===== src/hdl/hostCmdPkg.sv =====
package hostCmdPkg;

   ////////////////////
   // Host opcodes
   ////////////////////

   // SET_LINE data: [1:0] length, [3:2] parity, [4] stop bits
   // SET_DIV data: low bits are the baud divisor
   typedef enum logic [1:0] {
      OP_NOP,
      OP_SET_LINE,
      OP_SET_DIV,
      OP_FLUSH
   } cfgOp_t;

   ////////////////////
   // Receive status
   ////////////////////

   // Error flags delivered alongside each character
   typedef struct packed {
      logic parErr;
      logic frmErr;
      logic ovrErr;
   } rxStat_t;

endpackage


===== src/hdl/lineFmtPkg.sv =====
package lineFmtPkg;

   ////////////////////
   // Character width
   ////////////////////

   // Widest character the line carries
   localparam int CHAR_W = 8;

   ////////////////////
   // Line format fields
   ////////////////////

   // Data bits per character
   typedef enum logic [1:0] {
      LEN5,
      LEN6,
      LEN7,
      LEN8
   } charLen_t;

   // Parity sense, none skips the parity slot
   typedef enum logic [1:0] {
      PAR_NONE,
      PAR_EVEN,
      PAR_ODD
   } parity_t;

   // Stop bit count
   typedef enum logic {
      STOP1,
      STOP2
   } stopBits_t;

endpackage


===== src/hdl/baudTickGen.sv =====
`timescale 1ns/1ps

module baudTickGen #(
   parameter int DIV_W = 12
) (
   input  logic             clk,
   input  logic             rst,
   input  logic [DIV_W-1:0] divisor,
   output logic             baudTick
);

   // Down-counter and the divisor it was loaded from
   logic [DIV_W-1:0] count;
   logic [DIV_W-1:0] lastDiv;

   // One tick every divisor+1 clocks, 16 ticks per bit
   always_ff @(posedge clk or posedge rst)
   begin
      if (rst)
      begin
         count    <= '1;
         lastDiv  <= '1;
         baudTick <= 1'b0;
      end
      else if (divisor != lastDiv)
      begin
         // New rate, restart the count from the top
         count    <= divisor;
         lastDiv  <= divisor;
         baudTick <= 1'b0;
      end
      else if (count == '0)
      begin
         count    <= divisor;
         baudTick <= 1'b1;
      end
      else
      begin
         count    <= count - 1'b1;
         baudTick <= 1'b0;
      end
   end

endmodule


===== src/hdl/lineRegs.sv =====
`timescale 1ns/1ps

module lineRegs #(
   parameter int DIV_W     = 12,
   parameter int RXQ_DEPTH = 4
) (
   input  logic                          clk,
   input  logic                          rst,
   input  logic                          cfgWrite,
   input  hostCmdPkg::cfgOp_t            cfgOp,
   input  logic [15:0]                   cfgData,
   input  logic                          rxCredit,
   input  logic                          txValid,
   input  logic [lineFmtPkg::CHAR_W-1:0] txData,
   input  logic                          charDone,
   input  logic                          parErr,
   input  logic                          frmErr,
   input  logic                          txBusy,
   input  logic [lineFmtPkg::CHAR_W-1:0] rxChar,
   output lineFmtPkg::charLen_t          charLen,
   output lineFmtPkg::parity_t           parity,
   output lineFmtPkg::stopBits_t         stopBits,
   output logic [DIV_W-1:0]              divisor,
   output logic                          flush,
   output logic                          rxValid,
   output logic [lineFmtPkg::CHAR_W-1:0] rxData,
   output hostCmdPkg::rxStat_t           rxStat,
   output logic                          txCredit,
   output logic                          txStart,
   output logic [lineFmtPkg::CHAR_W-1:0] txChar
);

   import lineFmtPkg::*;
   import hostCmdPkg::*;

   localparam int PTR_W = (RXQ_DEPTH > 1) ? $clog2(RXQ_DEPTH) : 1;
   localparam int CNT_W = $clog2(RXQ_DEPTH + 1);

   // Receive queue storage
   logic [CHAR_W-1:0] qChar [RXQ_DEPTH];
   rxStat_t           qStat [RXQ_DEPTH];
   logic [PTR_W-1:0]  wrPtr;
   logic [PTR_W-1:0]  rdPtr;
   logic [PTR_W-1:0]  newest;
   logic [CNT_W-1:0]  qCount;
   logic              qFull;
   logic              enqReq;
   logic              enqAccept;
   logic              qOvr;
   logic              deq;
   logic [7:0]        rxCredits;
   // Transmit holding register
   logic              holdFull;
   logic [CHAR_W-1:0] holdData;

   function automatic logic [PTR_W-1:0] nextPtr(input logic [PTR_W-1:0] ptr);
      return (ptr == PTR_W'(RXQ_DEPTH - 1)) ? '0 : ptr + 1'b1;
   endfunction

   ////////////////////
   // Configuration
   ////////////////////

   // Flush acts at the same edge as the write
   assign flush = cfgWrite && (cfgOp == OP_FLUSH);

   always_ff @(posedge clk or posedge rst)
   begin
      if (rst)
      begin
         charLen  <= LEN8;
         parity   <= PAR_NONE;
         stopBits <= STOP1;
         divisor  <= '1;
      end
      else if (cfgWrite && (cfgOp == OP_SET_LINE))
      begin
         charLen  <= charLen_t'(cfgData[1:0]);
         parity   <= parity_t'(cfgData[3:2]);
         stopBits <= stopBits_t'(cfgData[4]);
      end
      else if (cfgWrite && (cfgOp == OP_SET_DIV))
         divisor <= cfgData[DIV_W-1:0];
   end

   ////////////////////
   // Receive queue
   ////////////////////

   // Deliver only against a held credit
   assign rxValid   = (qCount != '0) && (rxCredits != '0) && !flush;
   assign deq       = rxValid;
   assign rxData    = qChar[rdPtr];
   assign rxStat    = qStat[rdPtr];
   assign qFull     = (qCount == CNT_W'(RXQ_DEPTH));
   // A dequeue in the same cycle frees the slot
   assign enqAccept = enqReq && (!qFull || deq);
   assign qOvr      = enqReq && qFull && !deq;
   assign newest    = (wrPtr == '0) ? PTR_W'(RXQ_DEPTH - 1) : wrPtr - 1'b1;

   always_ff @(posedge clk or posedge rst)
   begin
      if (rst)
      begin
         wrPtr  <= '0;
         rdPtr  <= '0;
         qCount <= '0;
         enqReq <= 1'b0;
      end
      else if (flush)
      begin
         wrPtr  <= '0;
         rdPtr  <= '0;
         qCount <= '0;
         enqReq <= 1'b0;
      end
      else
      begin
         // Enqueue one cycle after charDone
         enqReq <= charDone;
         if (deq)
            rdPtr <= nextPtr(rdPtr);
         if (enqAccept)
            wrPtr <= nextPtr(wrPtr);
         if (enqAccept && !deq)
            qCount <= qCount + 1'b1;
         else if (deq && !enqAccept)
            qCount <= qCount - 1'b1;
      end
   end

   // Full queue drops the char and marks the newest entry
   always_ff @(posedge clk)
   begin
      if (enqAccept)
      begin
         qChar[wrPtr] <= rxChar;
         qStat[wrPtr] <= '{parErr: parErr, frmErr: frmErr, ovrErr: 1'b0};
      end
      else if (qOvr)
         qStat[newest].ovrErr <= 1'b1;
   end

   // Receive credits, saturating
   always_ff @(posedge clk or posedge rst)
   begin
      if (rst)
         rxCredits <= '0;
      else if (rxCredit && !(&rxCredits) && !deq)
         rxCredits <= rxCredits + 1'b1;
      else if (deq && !(rxCredit && !(&rxCredits)))
         rxCredits <= rxCredits - 1'b1;
   end

   ////////////////////
   // Transmit holding
   ////////////////////

   assign txStart = holdFull && !txBusy;
   assign txChar  = holdData;

   // Credit goes back the cycle after launch
   always_ff @(posedge clk or posedge rst)
   begin
      if (rst)
      begin
         holdFull <= 1'b0;
         txCredit <= 1'b0;
      end
      else if (flush)
      begin
         holdFull <= 1'b0;
         txCredit <= 1'b0;
      end
      else
      begin
         txCredit <= txStart;
         if (txStart)
            holdFull <= 1'b0;
         else if (txValid)
            holdFull <= 1'b1;
      end
   end

   // Writes while full are dropped
   always_ff @(posedge clk)
   begin
      if (txValid && !holdFull)
         holdData <= txData;
   end

endmodule


===== src/hdl/serialLineTop.sv =====
`timescale 1ns/1ps

module serialLineTop #(
   parameter int DIV_W     = 12,
   parameter int RXQ_DEPTH = 4
) (
   input  logic                          clk,
   input  logic                          rst,
   input  logic                          cfgWrite,
   input  hostCmdPkg::cfgOp_t            cfgOp,
   input  logic [15:0]                   cfgData,
   input  logic                          rxCredit,
   output logic                          rxValid,
   output logic [lineFmtPkg::CHAR_W-1:0] rxData,
   output hostCmdPkg::rxStat_t           rxStat,
   input  logic                          txValid,
   input  logic [lineFmtPkg::CHAR_W-1:0] txData,
   output logic                          txCredit,
   input  logic                          rxd,
   output logic                          txd
);

   import lineFmtPkg::*;

   // Line format and control from the register block
   charLen_t          charLen;
   parity_t           parity;
   stopBits_t         stopBits;
   logic [DIV_W-1:0]  divisor;
   logic              flush;
   logic              baudTick;
   // Receiver to register block
   logic              charDone;
   logic [CHAR_W-1:0] rxChar;
   logic              parErr;
   logic              frmErr;
   // Register block to transmitter
   logic              txStart;
   logic [CHAR_W-1:0] txChar;
   logic              txBusy;

   lineRegs #(
      .DIV_W     (DIV_W),
      .RXQ_DEPTH (RXQ_DEPTH)
   ) regs (
      .clk      (clk),
      .rst      (rst),
      .cfgWrite (cfgWrite),
      .cfgOp    (cfgOp),
      .cfgData  (cfgData),
      .rxCredit (rxCredit),
      .txValid  (txValid),
      .txData   (txData),
      .charDone (charDone),
      .parErr   (parErr),
      .frmErr   (frmErr),
      .txBusy   (txBusy),
      .rxChar   (rxChar),
      .charLen  (charLen),
      .parity   (parity),
      .stopBits (stopBits),
      .divisor  (divisor),
      .flush    (flush),
      .rxValid  (rxValid),
      .rxData   (rxData),
      .rxStat   (rxStat),
      .txCredit (txCredit),
      .txStart  (txStart),
      .txChar   (txChar)
   );

   baudTickGen #(
      .DIV_W (DIV_W)
   ) brg (
      .clk      (clk),
      .rst      (rst),
      .divisor  (divisor),
      .baudTick (baudTick)
   );

   serialRx rx (
      .clk      (clk),
      .rst      (rst),
      .flush    (flush),
      .baudTick (baudTick),
      .rxd      (rxd),
      .charLen  (charLen),
      .parity   (parity),
      .stopBits (stopBits),
      .charDone (charDone),
      .rxChar   (rxChar),
      .parErr   (parErr),
      .frmErr   (frmErr)
   );

   serialTx tx (
      .clk      (clk),
      .rst      (rst),
      .flush    (flush),
      .baudTick (baudTick),
      .txStart  (txStart),
      .txChar   (txChar),
      .charLen  (charLen),
      .parity   (parity),
      .stopBits (stopBits),
      .txd      (txd),
      .txBusy   (txBusy)
   );

endmodule


===== src/hdl/serialRx.sv =====
`timescale 1ns/1ps

module serialRx (
   input  logic                          clk,
   input  logic                          rst,
   input  logic                          flush,
   input  logic                          baudTick,
   input  logic                          rxd,
   input  lineFmtPkg::charLen_t          charLen,
   input  lineFmtPkg::parity_t           parity,
   input  lineFmtPkg::stopBits_t         stopBits,
   output logic                          charDone,
   output logic [lineFmtPkg::CHAR_W-1:0] rxChar,
   output logic                          parErr,
   output logic                          frmErr
);

   import lineFmtPkg::*;

   typedef enum logic [2:0] {
      RX_IDLE,
      RX_START,
      RX_DATA,
      RX_PARITY,
      RX_STOP1,
      RX_STOP2,
      RX_WAIT,
      RX_DONE
   } rxState_t;

   rxState_t   state;
   logic       rxdMeta;
   logic       rxdSync;
   logic [3:0] tickCnt;
   logic [2:0] bitCnt;
   logic [2:0] lastBit;
   logic       parAcc;

   ////////////////////
   // Input synchronizer
   ////////////////////

   // Two flops, idle line is high
   always_ff @(posedge clk or posedge rst)
   begin
      if (rst)
      begin
         rxdMeta <= 1'b1;
         rxdSync <= 1'b1;
      end
      else
      begin
         rxdMeta <= rxd;
         rxdSync <= rxdMeta;
      end
   end

   // Index of the last data bit, 4 to 7
   assign lastBit = {1'b0, charLen} + 3'd4;

   ////////////////////
   // Receive FSM
   ////////////////////

   // Sample mid-bit: 8 ticks into start, then every 16
   always_ff @(posedge clk or posedge rst)
   begin
      if (rst)
      begin
         state   <= RX_IDLE;
         tickCnt <= '0;
         bitCnt  <= '0;
         parAcc  <= 1'b0;
         rxChar  <= '0;
         parErr  <= 1'b0;
         frmErr  <= 1'b0;
      end
      else if (flush)
      begin
         state   <= RX_IDLE;
         tickCnt <= '0;
         bitCnt  <= '0;
         parAcc  <= 1'b0;
         rxChar  <= '0;
         parErr  <= 1'b0;
         frmErr  <= 1'b0;
      end
      else
      begin
         case (state)
            // Look for the falling start edge
            RX_IDLE:
               if (baudTick && !rxdSync)
               begin
                  tickCnt <= 4'd7;
                  state   <= RX_START;
               end
            // Start bit must hold low for half a bit
            RX_START:
               if (baudTick)
               begin
                  if (rxdSync)
                     state <= RX_IDLE;
                  else if (tickCnt == '0)
                  begin
                     tickCnt <= 4'd15;
                     bitCnt  <= '0;
                     parAcc  <= 1'b0;
                     rxChar  <= '0;
                     parErr  <= 1'b0;
                     frmErr  <= 1'b0;
                     state   <= RX_DATA;
                  end
                  else
                     tickCnt <= tickCnt - 1'b1;
               end
            // LSB first, each bit lands in place so short chars stay right-aligned
            RX_DATA:
               if (baudTick)
               begin
                  if (tickCnt == '0)
                  begin
                     rxChar[bitCnt] <= rxdSync;
                     parAcc         <= parAcc ^ rxdSync;
                     tickCnt        <= 4'd15;
                     if (bitCnt == lastBit)
                        state <= (parity == PAR_NONE) ? RX_STOP1 : RX_PARITY;
                     else
                        bitCnt <= bitCnt + 1'b1;
                  end
                  else
                     tickCnt <= tickCnt - 1'b1;
               end
            // Odd sense flips the expected total
            RX_PARITY:
               if (baudTick)
               begin
                  if (tickCnt == '0)
                  begin
                     parErr  <= rxdSync ^ parAcc ^ (parity == PAR_ODD);
                     tickCnt <= 4'd15;
                     state   <= RX_STOP1;
                  end
                  else
                     tickCnt <= tickCnt - 1'b1;
               end
            RX_STOP1:
               if (baudTick)
               begin
                  if (tickCnt == '0)
                  begin
                     if (!rxdSync)
                        frmErr <= 1'b1;
                     if (stopBits == STOP2)
                     begin
                        tickCnt <= 4'd15;
                        state   <= RX_STOP2;
                     end
                     else
                     begin
                        tickCnt <= 4'd7;
                        state   <= RX_WAIT;
                     end
                  end
                  else
                     tickCnt <= tickCnt - 1'b1;
               end
            RX_STOP2:
               if (baudTick)
               begin
                  if (tickCnt == '0)
                  begin
                     if (!rxdSync)
                        frmErr <= 1'b1;
                     tickCnt <= 4'd7;
                     state   <= RX_WAIT;
                  end
                  else
                     tickCnt <= tickCnt - 1'b1;
               end
            // Run out the second half of the last stop bit
            RX_WAIT:
               if (baudTick)
               begin
                  if (tickCnt == '0)
                     state <= RX_DONE;
                  else
                     tickCnt <= tickCnt - 1'b1;
               end
            RX_DONE:
               state <= RX_IDLE;
            default:
               state <= RX_IDLE;
         endcase
      end
   end

   // Single clock pulse per character
   assign charDone = (state == RX_DONE);

endmodule


===== src/hdl/serialTx.sv =====
`timescale 1ns/1ps

module serialTx (
   input  logic                          clk,
   input  logic                          rst,
   input  logic                          flush,
   input  logic                          baudTick,
   input  logic                          txStart,
   input  logic [lineFmtPkg::CHAR_W-1:0] txChar,
   input  lineFmtPkg::charLen_t          charLen,
   input  lineFmtPkg::parity_t           parity,
   input  lineFmtPkg::stopBits_t         stopBits,
   output logic                          txd,
   output logic                          txBusy
);

   import lineFmtPkg::*;

   typedef enum logic [2:0] {
      TX_IDLE,
      TX_ALIGN,
      TX_START,
      TX_DATA,
      TX_PARITY,
      TX_STOP
   } txState_t;

   txState_t          state;
   logic [CHAR_W-1:0] shiftReg;
   logic [3:0]        tickCnt;
   logic [2:0]        bitCnt;
   logic              parAcc;
   logic              stopLeft;
   // Format held for the whole frame
   charLen_t          fmtLen;
   parity_t           fmtPar;
   stopBits_t         fmtStop;

   ////////////////////
   // Transmit FSM
   ////////////////////

   always_ff @(posedge clk or posedge rst)
   begin
      if (rst)
      begin
         state    <= TX_IDLE;
         txd      <= 1'b1;
         shiftReg <= '0;
         tickCnt  <= '0;
         bitCnt   <= '0;
         parAcc   <= 1'b0;
         stopLeft <= 1'b0;
         fmtLen   <= LEN8;
         fmtPar   <= PAR_NONE;
         fmtStop  <= STOP1;
      end
      else if (flush)
      begin
         state    <= TX_IDLE;
         txd      <= 1'b1;
         stopLeft <= 1'b0;
      end
      else
      begin
         case (state)
            TX_IDLE:
               if (txStart)
               begin
                  shiftReg <= txChar;
                  fmtLen   <= charLen;
                  fmtPar   <= parity;
                  fmtStop  <= stopBits;
                  state    <= TX_ALIGN;
               end
            // Frame edge lines up with the next tick
            TX_ALIGN:
               if (baudTick)
               begin
                  txd     <= 1'b0;
                  tickCnt <= 4'd15;
                  state   <= TX_START;
               end
            default:
               if (baudTick)
               begin
                  if (tickCnt != '0)
                     tickCnt <= tickCnt - 1'b1;
                  else
                  begin
                     tickCnt <= 4'd15;
                     case (state)
                        TX_START:
                        begin
                           txd      <= shiftReg[0];
                           parAcc   <= shiftReg[0];
                           shiftReg <= shiftReg >> 1;
                           bitCnt   <= '0;
                           state    <= TX_DATA;
                        end
                        TX_DATA:
                           if (bitCnt == ({1'b0, fmtLen} + 3'd4))
                           begin
                              stopLeft <= (fmtStop == STOP2);
                              if (fmtPar == PAR_NONE)
                              begin
                                 txd   <= 1'b1;
                                 state <= TX_STOP;
                              end
                              else
                              begin
                                 txd   <= parAcc ^ (fmtPar == PAR_ODD);
                                 state <= TX_PARITY;
                              end
                           end
                           else
                           begin
                              txd      <= shiftReg[0];
                              parAcc   <= parAcc ^ shiftReg[0];
                              shiftReg <= shiftReg >> 1;
                              bitCnt   <= bitCnt + 1'b1;
                           end
                        TX_PARITY:
                        begin
                           txd   <= 1'b1;
                           state <= TX_STOP;
                        end
                        // Second stop bit just repeats the high level
                        TX_STOP:
                           if (stopLeft)
                              stopLeft <= 1'b0;
                           else
                              state <= TX_IDLE;
                        default:
                           state <= TX_IDLE;
                     endcase
                  end
               end
         endcase
      end
   end

   assign txBusy = (state != TX_IDLE);

endmodule


===== config.mk =====
export PLATFORM = sky130hd
export DESIGN_NAME = serialLineTop
export DESIGN_NICKNAME = d
export VERILOG_FILES = /design/src/hdl/hostCmdPkg.sv /design/src/hdl/lineFmtPkg.sv /design/src/hdl/baudTickGen.sv /design/src/hdl/lineRegs.sv /design/src/hdl/serialLineTop.sv /design/src/hdl/serialRx.sv /design/src/hdl/serialTx.sv
export SDC_FILE = /design/constraint.sdc
export NUM_CORES = 1
export LEC_CHECK = 0
export BUFFER_PORTS_ARGS = -buffer_cell sky130_fd_sc_hd__buf_2
export CAP_MARGIN = 10
export CORE_MARGIN = 3
export CORE_UTILIZATION = 61
export CTS_CLUSTER_DIAMETER = 120
export DETAILED_ROUTE_END_ITERATION = 7
export GPL_TIMING_DRIVEN = 0
export PLACE_DENSITY = 0.85
export SKIP_LAST_GASP = 1
export SLEW_MARGIN = 20
export SYNTH_ARGS = -nofsm -noshare
export SYNTH_HDL_FRONTEND = slang
export SYNTH_SLANG_ARGS = --single-unit

===== constraint.sdc =====
create_clock -name clk -period 3.7 [get_ports clk]
set_input_delay 0.37 -clock clk [delete_from_list [all_inputs] [get_ports clk]]
set_output_delay 0.37 -clock clk [all_outputs]
set_load 0.03 [all_outputs]

==> flow_summary.toml <==
[grt]
antenna_found_initial = 0
grt_max_degree = 72
grt_remaining_overflow = 0
first_global_vias = 5934
grt_usage = 0.2467
grt_pass1_wl_mm = 28.08

[power_and_ir_drop]
p_comb_frac = 0.329
powerDensity_mw_per_mm2 = 690.5
pwr-share-seq = 0.390
power_frac_clock = 0.281
swShare = 0.3523
irDropWorstVdd_uv = 514.5
p_int_mw = 4.079
power.switching_mw = 2.219
power_leakage_nw = 3.714
p_total_mw = 6.297

[drt]
viasPerCell = 6.019
vias = 5730
drt_iter0_markers = 528
routedWlPerCell_um = 17.80
drc = 0
drt-total-wl_mm = 16.95
dr.pass1.iters = 5
ant_nets = 0

[placed_design]
gp_congestion = 0.8902
pre_cts_ws_ns = 0.04771
post-dp-hpwl_mm = 11.37
port_buffers = 41
place_area_sq_mm = 0.008512

[clock_tree]
cts_buffers = 17
h-tree-depth = 4
cts-root-buf = "clkbuf_16"
cts_buffer_depth = 2
clk_pin_slew_worst_paths_ns = 0.06
clk_latency_ns = 0.43
cts_tree = "yes"
clock_sinks = 161
postCtsSetupBuffers = 0

[timing]
maxSlewViolCount = 0
worst_pin_slew_ns = 0.6763
fin_crit_sh = 0.9246
finalClockSkew_ns = 0.007710
fmax_mhz = 292.3
final.setup.worst_slack_ns = 0.2792
relSlewSlack = 0.5492
min_period_ns = 3.421
hold_violations = 0
setup_viol = 0
hold_slack_ns = 0.03802
rsz0062_at_grt = "false"

[synth]
syn-cell-area_sq_mm = 0.008059
yosys.area.top_type = "dfrtp_1"
yosys_register_bits = 161
synth_top_area_share = 0.2049
yosysMostFrequentCell = "dfrtp_1"
synth_area_leaders = "dfrtp_1 (20%), edfxtp_1 (19%), dfstp_2 (14%)"
syn-num-nets = 758
syn_inst = 705
synth_edf_count = 52
ys_types = 70
yosysWarnings = 0
synth.top_cells.by_count = "dfrtp_1 (66), nand2_1 (55), edfxtp_1 (52)"
avgSynthCellArea_sq_um = 11.43
async_flop_share = 0.6770
synth_ff_type = "dfrtp_1"
yosysSeqAreaShare = 0.5389

[floorplanning]
ios = 46
die_height_um = 120.9
fp.dieW_um = 120.9
rows = 41
coreArea_sq_mm = 0.01277
die_area_sq_mm = 0.01463
start_util = 0.6309

[critical_path]
crit_buf_inv = 3
cp_cell_sequence = "buf_2 -> nand3_1 -> clkbuf_1 -> nand2_1 -> ha_1 -> inv_1 -> ha_1 -> a211oi_1 -> o21ai_0 -> o311ai_0 -> mux2_2 -> o32ai_1"
worstSetupStartpoint = "cfgOp[0]"
crit_family = "buffers and inverters"
crit_arrival_ns = 3.75
r2r_setup_slack_ns = 0.29
cp-start-kind = "input port"
crit_type = "in -> reg"
end_kind = "flip-flop"
cpMaxStageDelayCell = "clkbuf_1"
slowest_delay_ns = 0.58
path_max_fanout = 10
worstReg2RegStart = "regs.rxCredits[0]"
crit_top_cell = "ha_1"
required_ns = 4.03

[final_layout]
drive_gt1_frac = 0.2474
diodes = 0
final_nets = 820
syn2layout_area_growth_pct = 13.17
final_area_sq_mm = 0.009120
fillers = 848

[run_status]
run_status = "finished, final reports clean"

[flow_run]
maxCapViolCount = 0

[worst_hold_path]
hp-start = "rxd"
holdCritPathClass = "in -> reg"
-- final timing paths --
check	to	depth (start not counted)
worst max-delay path	regs.rxCredits[7]	12
worst min-delay path	rx.rxdMeta	1
worst max register to register	regs.rxCredits[7]	11
worst min register to register	rx.rxdSync	0
max in group asynchronous	tx.txd	4
min in group asynchronous	regs.qCount[1]	3
-- power by group through the flow --
stage	combinational (mW)	clock (mW)	sequential [mW]
after floorplan	1.61	0	2.40
after global placement	1.91	0	2.45
after detailed placement	2.01	0	2.47
after CTS	2.06	1.79	2.45
after global routing	2.29	1.87	2.49
final	2.07	1.77	2.46
-- area by class of cell --
| type | count | area (sq um) | share of cell area |
|---|---|---|---|
| well taps | 172 | 215.2 | 0.02360 |
| flip-flops and latches | 161 | 4343 | 0.4762 |
| inverters | 29 | 113.9 | 0.01248 |
| repair buffers | 43 | 242.7 | 0.02662 |
| clock inverters | 14 | 152.6 | 0.01674 |
| clock buffers | 18 | 439.2 | 0.04815 |
| multi-input cells | 472 | 3428 | 0.3759 |
| plain buffers | 43 | 185.2 | 0.02030 |
-- worst reg2reg max path: cells and delay by family (launching register included) --
| kind | cells | cell delay, ns |
|---|---|---|
| AOI/OAI and AO/OA | 5 | 1.00 |
| buffers and inverters | 1 | 0.19 |
| DFF | 1 | 0.45 |
| adders and majority gates | 2 | 0.63 |
| muxes | 1 | 0.40 |
| and+or+nand+nor | 2 | 0.65 |
-- per-stage QoR --
stage	std cells	setup TNS, ns	utilization
6_report	952	0	0.7140
5_1_grt	952	0	0.7140
4_1_cts	952	0	0.7135
3_5_place_dp	919	0	0.6664
3_3_place_gp	918	-39.72	0.6638
2_1_floorplan	705	0	-
-- metal layers --
| layer | GRT usage | wire (um) | vias up |
|---|---|---|---|
| met5 | 0 | 0 | - |
| met4 | 0.1161 | 497 | 0 |
| met3 | 0.06340 | 950 | 55 |
| met2 | 0.4213 | 8661 | 218 |
| met1 | 0.2919 | 6836 | 2787 |
| li1 | - | - | 2670 |
-- placed cells by master (no fill, tap or decap), types with 6 or more instances in the layout --
master | netlist | routed
buf_2 | 6 | 47
nor2b_1 | 13 | 13
nand2b_1 | 9 | 9
nor2_1 | 46 | 46
and2_1 | 7 | 7
a21oi_1 | 27 | 27
mux2_4 | 9 | 9
and3_1 | 7 | 7
a31oi_1 | 9 | 9
inv_1 | 29 | 28
or3_1 | 6 | 6
mux2_2 | 33 | 33
clkbuf_16 | 0 | 17
mux4_2 | 11 | 11
o31ai_1 | 6 | 6
xor2_1 | 21 | 21
edfxtp_1 | 52 | 52
xnor2_1 | 13 | 13
clkbuf_1 | 31 | 31
nand2_1 | 55 | 55
o21ai_0 | 51 | 51
ha_1 | 19 | 19
mux2i_1 | 10 | 10
dfrtp_1 | 66 | 66
dfstp_2 | 43 | 43
nor3_1 | 19 | 19
nand3_1 | 17 | 17
-- timing repair --
action | 4_1_cts | 5_1_grt
gates resized for setup | 0 | 1
hold endpoints to repair | 7 | 0
hold buffers | 1 | 0
endpoints found under the setup margin | 0 | 2
-- kinds of logic after synthesis --
kind of cell / synth area share
flops: 0.5389
mux: 0.1060
simple gates: 0.1399
xor+xnor: 0.03695
fa+ha+maj: 0.03447
buf+inv: 0.03648
compound gates: 0.1073
-- flip-flops by register name, summed over array words and instances, names as in the netlist, 12 cells and up --
| name | cells |
|---|---|
| regs.qChar | 32 |
| regs.divisor | 12 |
| brg.count | 12 |
| brg.lastDiv | 12 |
| regs.qStat | 12 |
Note: power is estimated with default switching activity, not from simulation.
